`config.mk`:
```
export PLATFORM = sky130hd
export DESIGN_NAME = tile_store_flat
export DESIGN_NICKNAME = d
export VERILOG_FILES = /design/src/hdl/pe_data_pkg.sv /design/src/hdl/pe_ctrl_pkg.sv /design/src/hdl/tile_load_if.sv /design/src/hdl/tile_store.sv /design/src/flat_wrapper.sv
export VERILOG_INCLUDE_DIRS = /design/src /design/src/hdl
export SDC_FILE = /design/constraint.sdc
export NUM_CORES = 1
export LEC_CHECK = 0
export BUFFER_PORTS_ARGS = -buffer_cell sky130_fd_sc_hd__buf_2
export CAP_MARGIN = 5
export CORE_AREA = 5 5 706 708
export CTS_CLUSTER_DIAMETER = 120
export CTS_CLUSTER_SIZE = 25
export DETAILED_ROUTE_END_ITERATION = 12
export DIE_AREA = 0 0 711 713
export PLACE_DENSITY = 0.3
export SYNTH_ARGS = -nofsm -noshare
export SYNTH_HDL_FRONTEND = slang
export SYNTH_SLANG_ARGS = --single-unit
```
`constraint.sdc`:
```
create_clock -name clk -period 2.65 [get_ports clk]
set_input_delay 0.3975 -clock clk [delete_from_list [all_inputs] [get_ports clk]]
set_output_delay 0.3975 -clock clk [all_outputs]
set_load 0.02 [all_outputs]
```
`src/hdl/pe_array_consts.svh`:
```
// Grid, tile, bit-plane and width constants for the PE array
// Shared by the packages, the interface and all RTL modules

`ifndef PE_ARRAY_CONSTS_SVH
`define PE_ARRAY_CONSTS_SVH

// PEs per row and per column
`define GRID_DIM 4
// Tile side, rows and columns
`define TILE_DIM 4
// Weight bit planes, plane p weighs 2**p
`define NUM_PLANES 4
`define ACT_W 8
`define RESULT_W 32
// Row or column select width
`define SEL_W 2

`endif

```
`src/hdl/pe_data_pkg.sv`:
```
// Payload types of the PE array
// Activations, weight bit planes, tiles and results

`default_nettype none

`include "pe_array_consts.svh"

package pe_data_pkg;

    // One signed activation
    typedef logic signed [`ACT_W-1:0] act_t;

    // Activation tile, indexed [row i][inner k]
    typedef act_t [`TILE_DIM-1:0][`TILE_DIM-1:0] act_tile_t;

    // One weight bit plane, indexed [inner k][col j]
    typedef logic [`TILE_DIM-1:0][`TILE_DIM-1:0] plane_tile_t;

    // All planes of one weight tile, lowest plane at index 0
    typedef plane_tile_t [`NUM_PLANES-1:0] weight_tile_t;

    typedef logic signed [`RESULT_W-1:0] result_t;

    // Result tile, indexed [row i][col j]
    typedef result_t [`TILE_DIM-1:0][`TILE_DIM-1:0] result_tile_t;

endpackage

`default_nettype wire

```
`src/hdl/pe_ctrl_pkg.sv`:
```
// Control enumerations of the PE array
// PE FSM states and tile load kinds

`default_nettype none

package pe_ctrl_pkg;

    // PE FSM states
    typedef enum logic [1:0] {
        state_idle = 2'd0,
        state_busy = 2'd1,
        state_done = 2'd2
    } pe_state_t;

    // Kind of tile load, one-cycle strobe
    typedef enum logic [1:0] {
        load_none = 2'd0,
        load_line = 2'd1,
        load_all  = 2'd2
    } load_kind_t;

endpackage

`default_nettype wire

```
`src/hdl/tile_load_if.sv`:
```
// Load command and payload bundle from the broadcast decoder to the tile stores

`timescale 1ns/1ps
`default_nettype none

`include "pe_array_consts.svh"

interface tile_load_if
    import pe_data_pkg::*;
    import pe_ctrl_pkg::*;
();

    // Weight half, addressed by row
    load_kind_t                        weight_kind;
    logic [`SEL_W-1:0]                 weight_line;
    weight_tile_t [`GRID_DIM-1:0]      weight_src;

    // Activation half, addressed by column
    load_kind_t                        act_kind;
    logic [`SEL_W-1:0]                 act_line;
    act_tile_t [`GRID_DIM-1:0]         act_src;

    modport source (
        output weight_kind, weight_line, weight_src,
        output act_kind, act_line, act_src
    );

    modport sink (
        input weight_kind, weight_line, weight_src,
        input act_kind, act_line, act_src
    );

endinterface

`default_nettype wire

```
`src/hdl/tile_store.sv`:
```
// Tile store
// One tile register per PE, loaded line-wise or all at once

`timescale 1ns/1ps
`default_nettype none

`include "pe_array_consts.svh"

module tile_store
    import pe_data_pkg::*;
    import pe_ctrl_pkg::*;
#(
    parameter type tile_t = weight_tile_t,
    // 1 takes the weight half by row, 0 the activation half by column
    parameter bit  by_row = 1'b1
) (
    input  logic                                      clk,
    input  logic                                      rst_n,
    tile_load_if.sink                                 ld,
    output tile_t [`GRID_DIM-1:0][`GRID_DIM-1:0]      tiles
);

    load_kind_t                  kind;
    logic [`SEL_W-1:0]           line;
    tile_t [`GRID_DIM-1:0]       src;

    // Pick the half of the load bundle that carries this payload
    if (by_row) begin : g_weight_half
        assign kind = ld.weight_kind;
        assign line = ld.weight_line;
        assign src  = ld.weight_src;
    end else begin : g_act_half
        assign kind = ld.act_kind;
        assign line = ld.act_line;
        assign src  = ld.act_src;
    end

    // ====================
    // Tile registers
    // ====================

    always_ff @(posedge clk or negedge rst_n) begin
        if (!rst_n) begin
            tiles <= '0;
        end else begin
            for (int r = 0; r < `GRID_DIM; r++) begin
                for (int c = 0; c < `GRID_DIM; c++) begin
                    // A PE belongs to line r for weights and line c for activations
                    if (kind == load_all ||
                        (kind == load_line && int'(line) == (by_row ? r : c))) begin
                        tiles[r][c] <= src[by_row ? r : c];
                    end
                end
            end
        end
    end

endmodule

`default_nettype wire

```
`src/flat_wrapper.sv`:
```
// flat-port wrapper written by rule: the top's interface ports become plain ports
module tile_store_flat import pe_data_pkg::*; import pe_ctrl_pkg::*;
#(
    parameter type tile_t = weight_tile_t,
                                                                      
    parameter bit  by_row = 1'b1
)
  (clk, rst_n, tiles, ld_weight_kind, ld_weight_line, ld_weight_src, ld_act_kind, ld_act_line, ld_act_src);
  tile_load_if ld_i ();
  input  logic clk;
  input  logic rst_n;
  output tile_t [`GRID_DIM-1:0][`GRID_DIM-1:0] tiles;
  input wire logic [$bits(ld_i.weight_kind)-1:0] ld_weight_kind;
  input wire logic [$bits(ld_i.weight_line)-1:0] ld_weight_line;
  input wire logic [$bits(ld_i.weight_src)-1:0] ld_weight_src;
  input wire logic [$bits(ld_i.act_kind)-1:0] ld_act_kind;
  input wire logic [$bits(ld_i.act_line)-1:0] ld_act_line;
  input wire logic [$bits(ld_i.act_src)-1:0] ld_act_src;
  assign ld_i.weight_kind = ld_weight_kind;
  assign ld_i.weight_line = ld_weight_line;
  assign ld_i.weight_src = ld_weight_src;
  assign ld_i.act_kind = ld_act_kind;
  assign ld_i.act_line = ld_act_line;
  assign ld_i.act_src = ld_act_src;
  tile_store #(.tile_t(tile_t), .by_row(by_row)) u_core (.clk(clk), .rst_n(rst_n), .ld(ld_i), .tiles(tiles));
endmodule
```
==> impl_metrics.json, run 1 <==
{
  "status": "completed",
  "arrival_ns": 1.94,
  "fp.dieH_um": 713,
  "fin_crit_ns": 2.33,
  "mostFrequentLayoutCells": "1282 x buf_2, 256 x mux2i_1, 256 x mux2_2, 256 x nand2_1, 256 x dlygate4sd3_1",
  "yosys.area.top_type": "dfrtp_1",
  "drv_slew": 0,
  "regMostFlops": "u_core.tiles",
  "fp-row-count": 258,
  "fmax_mhz": 429,
  "htree_levels": 1,
  "syn_inst": 2166,
  "ant_nets": 0,
  "setup_viol": 0,
  "clk_pin_slew_ns": 0.12,
  "finalWorstSetupSlack_ns": 0.317,
  "fin_skew_ns": 0,
  "hold_class": "input port to register",
  "vias": 18400,
  "viasPerCell": 1.94,
  "largest_register_ffs": 256,
  "rsz0062_at_grt": "no",
  "setup.worst_path.start_class": "register",
  "fin_crit_sh_pct": 88.0,
  "crit_start": "u_core.tiles[266]",
  "r2r_start": "u_core.tiles[266]",
  "min_path_cells": 3,
  "track_usage_pct": 6.90,
  "final_nets": 3711,
  "layout-drive-gt1-share_pct": 56.9,
  "gp_congestion": 0.725,
  "overflow": 0,
  "antenna_found_initial": 109,
  "synth_fp_nets": 2944,
  "crit_cells": 1,
  "stdcell_area_mm2": 0.0333,
  "top_regs": "u_core.tiles (256)",
  "drc": 0,
  "cts.sinks": 256,
  "ys_top_cells_by_area": "dfrtp_1 31%, buf_4 28%, mux2_2 14%",
  "clock_latency_ns": 0.69,
  "dp.final_hpwl_um": 162000,
  "synth_seq_cells": 256,
  "r2r_setup_slack_ns": 1.27,
  "post-cts-setup-buffer-count": 0,
  "routed_wl_um": 184000,
  "ys_warn_count": 0,
  "crit_chain": "buf_2",
  "muxShareOfSynthArea_pct": 26.3,
  "numCtsBuffers": 25,
  "required_ns": 2.25,
  "total_power_mw": 19.5,
  "relSlewSlack_pct": 42.7,
  "pre_cts_ws_ns": 0.638,
  "final_common_cell": "buf_2",
  "dieArea_mm2": 0.507,
  "final_hold_viol_count": 0,
  "start_util_pct": 4.22,
  "utilization_pct": 6.78,
  "slowest_delay_ns": 0.90,
  "cp_max_fo": 6,
  "yosysUniqueCellTypes": 16,
  "hold_ws_ns": 0.133,
  "synth-adder-area-share_pct": 0,
  "vdd_drop_max_mv": 0.592,
  "r2r_cells": 3,
  "syn_to_final_growth_pct": 60.7,
  "grt_max_degree": 94,
  "dp_cells": 9150,
  "drt_iter0_markers": 833,
  "io_pins": 1802,
  "yosysSeqAreaShare_pct": 30.9,
  "netlist_area_mm2": 0.0207,
  "drv_cap": 0,
  "post_synth.cell_area_avg_um2": 9.57,
  "endpoint": "tiles[458]",
  "drtPass1Iterations": 9,
  "cts_tree": "yes",
  "crit_slowest_cell": "dfrtp_1",
  "synth_top_area_share_pct": 30.9,
  "core-area_mm2": 0.492,
  "tightest_slew_ns": 0.859,
  "path_buf_inv": 1,
  "r2r_end": "u_core.tiles[266]",
  "fillers": 57900,
  "synth_xor_area_share_pct": 0,
  "cts-root-buf": "clkbuf_16",
  "cts.path.max_buffers": 3,
  "p_leak_nw": 14.6,
  "crit_family": "flip-flops",
  "worstSetupEndpointType": "primary output",
  "placed_area_mm2": 0.0297,
  "avgRoutedWirePerCell_um": 19.4,
  "port_buffers": 1285,
  "final.setup.tns_ns": 0,
  "synth_top_family_by_area": "buffers and inverters",
  "grt_pass1_vias": 18100,
  "grt_pass1_wl_um": 224000,
  "crit_type": "register to primary output",
  "die_w_um": 711,
  "synth-simple-area-share_pct": 4.82,
  "synth_compound_area_share_pct": 6.27,
  "instances_no_fill": 9477,
  "powerDensity_mw_per_mm2": 584
}
how the worst min path moves through the flow:
stage | start | end | slack, ns
after global placement | rst_n | u_core.tiles[38] | 0.35
final | ld_weight_kind[1] | u_core.tiles[6] | 0.13
after floorplan | rst_n | u_core.tiles[10] | 0.10
after detailed placement | rst_n | u_core.tiles[38] | 0.35
after CTS | ld_weight_kind[1] | u_core.tiles[6] | 0.005
after global routing | ld_weight_kind[1] | u_core.tiles[782] | 0.07
cell families after synthesis:
group	after synthesis
AND/OR/NAND/NOR	260
multiplexers	512
AO/OA/AOI/OAI	256
flip-flops	256
buffers and inverters	882
where the power goes:
| group | switching [mW] | internal (mW) |
|---|---|---|
| registers | 2.06 | 4.41 |
| clock network | 2.51 | 2.00 |
| logic | 5.71 | 2.78 |
synth_stat cells:
| cell type | instances |
|---|---|
| buf_2 | 41 |
| buf_6 | 26 |
| buf_1 | 6 |
| o21ai_2 | 5 |
| o21ai_0 | 196 |
| nand3_1 | 1 |
| nand2_1 | 256 |
| mux2_2 | 256 |
| clkbuf_1 | 28 |
| nor3b_4 | 1 |
| nand3b_1 | 2 |
| mux2i_1 | 256 |
| o21ai_1 | 55 |
| buf_4 | 774 |
| buf_12 | 7 |
| dfrtp_1 | 256 |
timing repair:
item                                    4_1_cts  5_1_grt
endpoints found under the setup margin        4        0
gates resized for setup                       4        0
endpoints found under the hold margin       400        0
hold buffers                                256        0
area by class of cell:
cell class / instances / area (um2) / share of cell area (%)
repair buffers: 1622 / 10000 / 30.0
well taps: 6500 / 8130 / 24.4
multi-input cells: 1028 / 7760 / 23.3
flip-flops and latches: 256 / 6410 / 19.2
clock buffers: 27 / 653 / 1.96
clock inverters: 18 / 289 / 0.868
diodes: 26 / 65.1 / 0.195
per-layer routing:
layer  GRT usage, %  share of wire (%)  vias to the layer above
li1               -                  -                     8072
met1           8.89                 44                     8885
met4           1.28                2.5                       40
met2           11.7                 47                     1217
met5              0               0.15                        -
met3           1.62                6.5                      198
Note: power is estimated with default switching activity, not from simulation.
==> run 2, diff against run 1 <==
--- a/config.mk
+++ b/config.mk
@@ -6,13 +6,15 @@
 export SDC_FILE = /design/constraint.sdc
 export NUM_CORES = 1
 export LEC_CHECK = 0
+export ABC_AREA = 1
 export BUFFER_PORTS_ARGS = -buffer_cell sky130_fd_sc_hd__buf_2
 export CAP_MARGIN = 5
-export CORE_AREA = 5 5 706 708
+export CORE_AREA = 5 5 702 704
 export CTS_CLUSTER_DIAMETER = 120
 export CTS_CLUSTER_SIZE = 25
 export DETAILED_ROUTE_END_ITERATION = 12
-export DIE_AREA = 0 0 711 713
+export DIE_AREA = 0 0 707 709
+export GPL_TIMING_DRIVEN = 0
 export PLACE_DENSITY = 0.3
 export SYNTH_ARGS = -nofsm -noshare
 export SYNTH_HDL_FRONTEND = slang
==> run 2 against run 1 <==
Effect of this change: non-clock buffer count increased by 775; via count decreased by 2.6%; combinational power increased by 19%; power increased by 11%; synthesized cell count decreased by 13%; clock power decreased by 2%; setup slack got worse by 0.19 ns; critical path type unchanged.
==> impl_metrics.json, run 2 <==
{
  "mostFrequentLayoutCells": "1364 x buf_2, 768 x buf_4, 517 x nand2_1, 256 x nand3_1, 255 x dlygate4sd3_1",
  "fin_crit_sh_pct": 95.2,
  "total_power_mw": 21.7,
  "rsz0062_at_grt": "no",
  "avgRoutedWirePerCell_um": 20.9,
  "instances_no_fill": 9978,
  "synth_fp_nets": 2668,
  "dieArea_mm2": 0.501,
  "async_flop_share_pct": 100,
  "drtPass1Iterations": 4,
  "largest_register_ffs": 256,
  "synth_ff_type": "dfrtp_1",
  "synthTopCellsByCount": "768 x buf_4, 517 x nand2_1, 256 x dfrtp_1, 256 x nand3_1, 80 x buf_2",
  "top_regs": "u_core.tiles (256)",
  "slowest_delay_ns": 0.99,
  "yosys.area.top_type": "dfrtp_1",
  "ys_top_cells_by_area": "dfrtp_1 40%, buf_4 36%, nand2_1 12%",
  "crit_family": "flip-flops",
  "synth_top_area_share_pct": 40.4,
  "final_nets": 4243,
  "final_hold_viol_count": 0,
  "fp.dieH_um": 709,
  "syn_inst": 1890,
  "ant_nets": 0,
  "intPower_mw": 10.5,
  "drc": 0,
  "core-area_mm2": 0.485,
  "p_comb_share_pct": 46.5,
  "placed_area_mm2": 0.0306,
  "cts.path.max_buffers": 3,
  "final.setup.tns_ns": 0,
  "arrival_ns": 2.13,
  "crit_start": "u_core.tiles[520]",
  "io_pins": 1802,
  "worstHoldStart": "ld_weight_src[55]",
  "clock_latency_ns": 0.67,
  "swShare_pct": 51.4,
  "worstSetupEndpointType": "primary output",
  "hold_ws_ns": 0.183,
  "htree_levels": 1,
  "clk_pin_slew_ns": 0.08,
  "relSlewSlack_pct": 34.3,
  "final_common_cell": "buf_2",
  "pwr-share-clk_pct": 20.4,
  "use_met1_pct": 10.5,
  "drv_cap": 0,
  "fmax_mhz": 396,
  "gp_congestion": 0.751,
  "viasPerCell": 1.80,
  "layout-drive-gt1-share_pct": 63.8,
  "top_usage_layer": "met2",
  "yosysUniqueCellTypes": 9,
  "grt_max_degree": 73,
  "ys_warn_count": 0,
  "synth_seq_cells": 256,
  "track_usage_pct": 7.96,
  "antenna_found_initial": 61,
  "setup.worst_path.start_class": "register",
  "tightest_slew_ns": 0.986,
  "p_leak_nw": 16.6,
  "setup_viol": 0,
  "fin_skew_ns": 0,
  "stdcell_area_mm2": 0.0343,
  "powerDensity_mw_per_mm2": 633,
  "drt_iter0_markers": 714,
  "routed_wl_um": 209000,
  "yosysSeqAreaShare_pct": 40.4,
  "port_buffers": 1285,
  "cts_tree": "yes",
  "netlist_area_mm2": 0.0159,
  "r2r_start": "u_core.tiles[520]",
  "cp_max_fo": 5,
  "cts.sinks": 256,
  "use_met3_pct": 2.78,
  "numCtsBuffers": 24,
  "grt_pass1_wl_um": 249000,
  "fillers": 57500,
  "switchingPower_mw": 11.2,
  "crit_slowest_cell": "dfrtp_1",
  "status": "completed",
  "dp_cells": 9634,
  "regMostFlops": "u_core.tiles",
  "crit_chain": "buf_4 -> buf_2",
  "vias": 17900,
  "finalWorstSetupSlack_ns": 0.126,
  "syn_to_final_growth_pct": 116,
  "utilization_pct": 7.06,
  "yosysMostFrequentCell": "buf_4",
  "drv_slew": 0,
  "fp-row-count": 256,
  "dp.final_hpwl_um": 188000,
  "crit_type": "register to primary output",
  "use_met2_pct": 12.6,
  "post_synth.cell_area_avg_um2": 8.39,
  "fin_crit_ns": 2.52,
  "pwr-share-seq_pct": 33.1,
  "required_ns": 2.25,
  "pre_cts_ws_ns": -0.730,
  "overflow": 0,
  "die_w_um": 707,
  "grt_pass1_vias": 19200,
  "hold_class": "input port to register",
  "vdd_drop_max_mv": 0.405,
  "path_buf_inv": 2,
  "start_util_pct": 3.27,
  "synth_edf_count": 0,
  "cts-root-buf": "clkbuf_16"
}
[run 2: cell types whose count changed after synthesis, sizes merged]
cell    previous run  this run
nor3b              1         0
nor2               0         4
nand3b             2         0
clkbuf            28         0
inv                0         4
nand3              1       256
nand2            256       522
mux2             256         0
buf              854       848
mux2i            256         0
o21ai            256         0
[run 2: path summary, 6_finish.rpt]
path | slack, ns | end | depth (start not counted)
worst max-delay path | 0.13 | tiles[712] | 2
worst min-delay path | 0.18 | u_core.tiles[55] | 3
worst max register to register | 1.34 | u_core.tiles[520] | 2
worst min register to register | 0.63 | u_core.tiles[301] | 2
max in group asynchronous | 0.95 | u_core.tiles[267] | 4
min in group asynchronous | 0.24 | u_core.tiles[555] | 2
[run 2: tightest hold or removal path: stages]
cell     delay (ns)
buf_2          0.07
nand2_1        0.21
nand2_1        0.12
[run 2: area by class of cell]
cell class              count  area, um2  share of cell area, %
clock buffers              24        601                   1.75
diodes                     45        113                  0.329
plain buffers             848       6170                   18.0
multi-input cells         782       3280                   9.56
inverters                   4       15.0                 0.0438
clock inverters            20        385                   1.12
repair buffers           1549       9200                   26.8
well taps                6450       8070                   23.6
flip-flops and latches    256       6440                   18.8
[run 2: power by group through the flow]
stage	logic [mW]	registers [mW]	clock network, mW
after CTS	10.4	7.50	4.77
after detailed placement	10.1	7.56	0
final	10.1	7.17	4.42
after floorplan	5.19	5.81	0
after global routing	10.9	7.40	4.84
after global placement	9.92	7.70	0
[run 2: layer usage]
metal  up-vias  routed length, um
met1      8382              94100
met4        12               4630
met5         -                 74
met2      1050              92400
li1       8369                  -
met3       116              17800
[run 2: kinds of logic after synthesis]
kind of cell | share of synthesized area (%)
simple gates | 20.6
buf+inv | 39.0
flops | 40.4
[run 2: repair_timing]
item                                   4_1_cts  5_1_grt
hold buffers                               255        0
setup endpoints to repair                   82        1
endpoints found under the hold margin      311        0
gates resized for setup                     30        1
setup buffers                                0        0
pin swaps                                    0        0
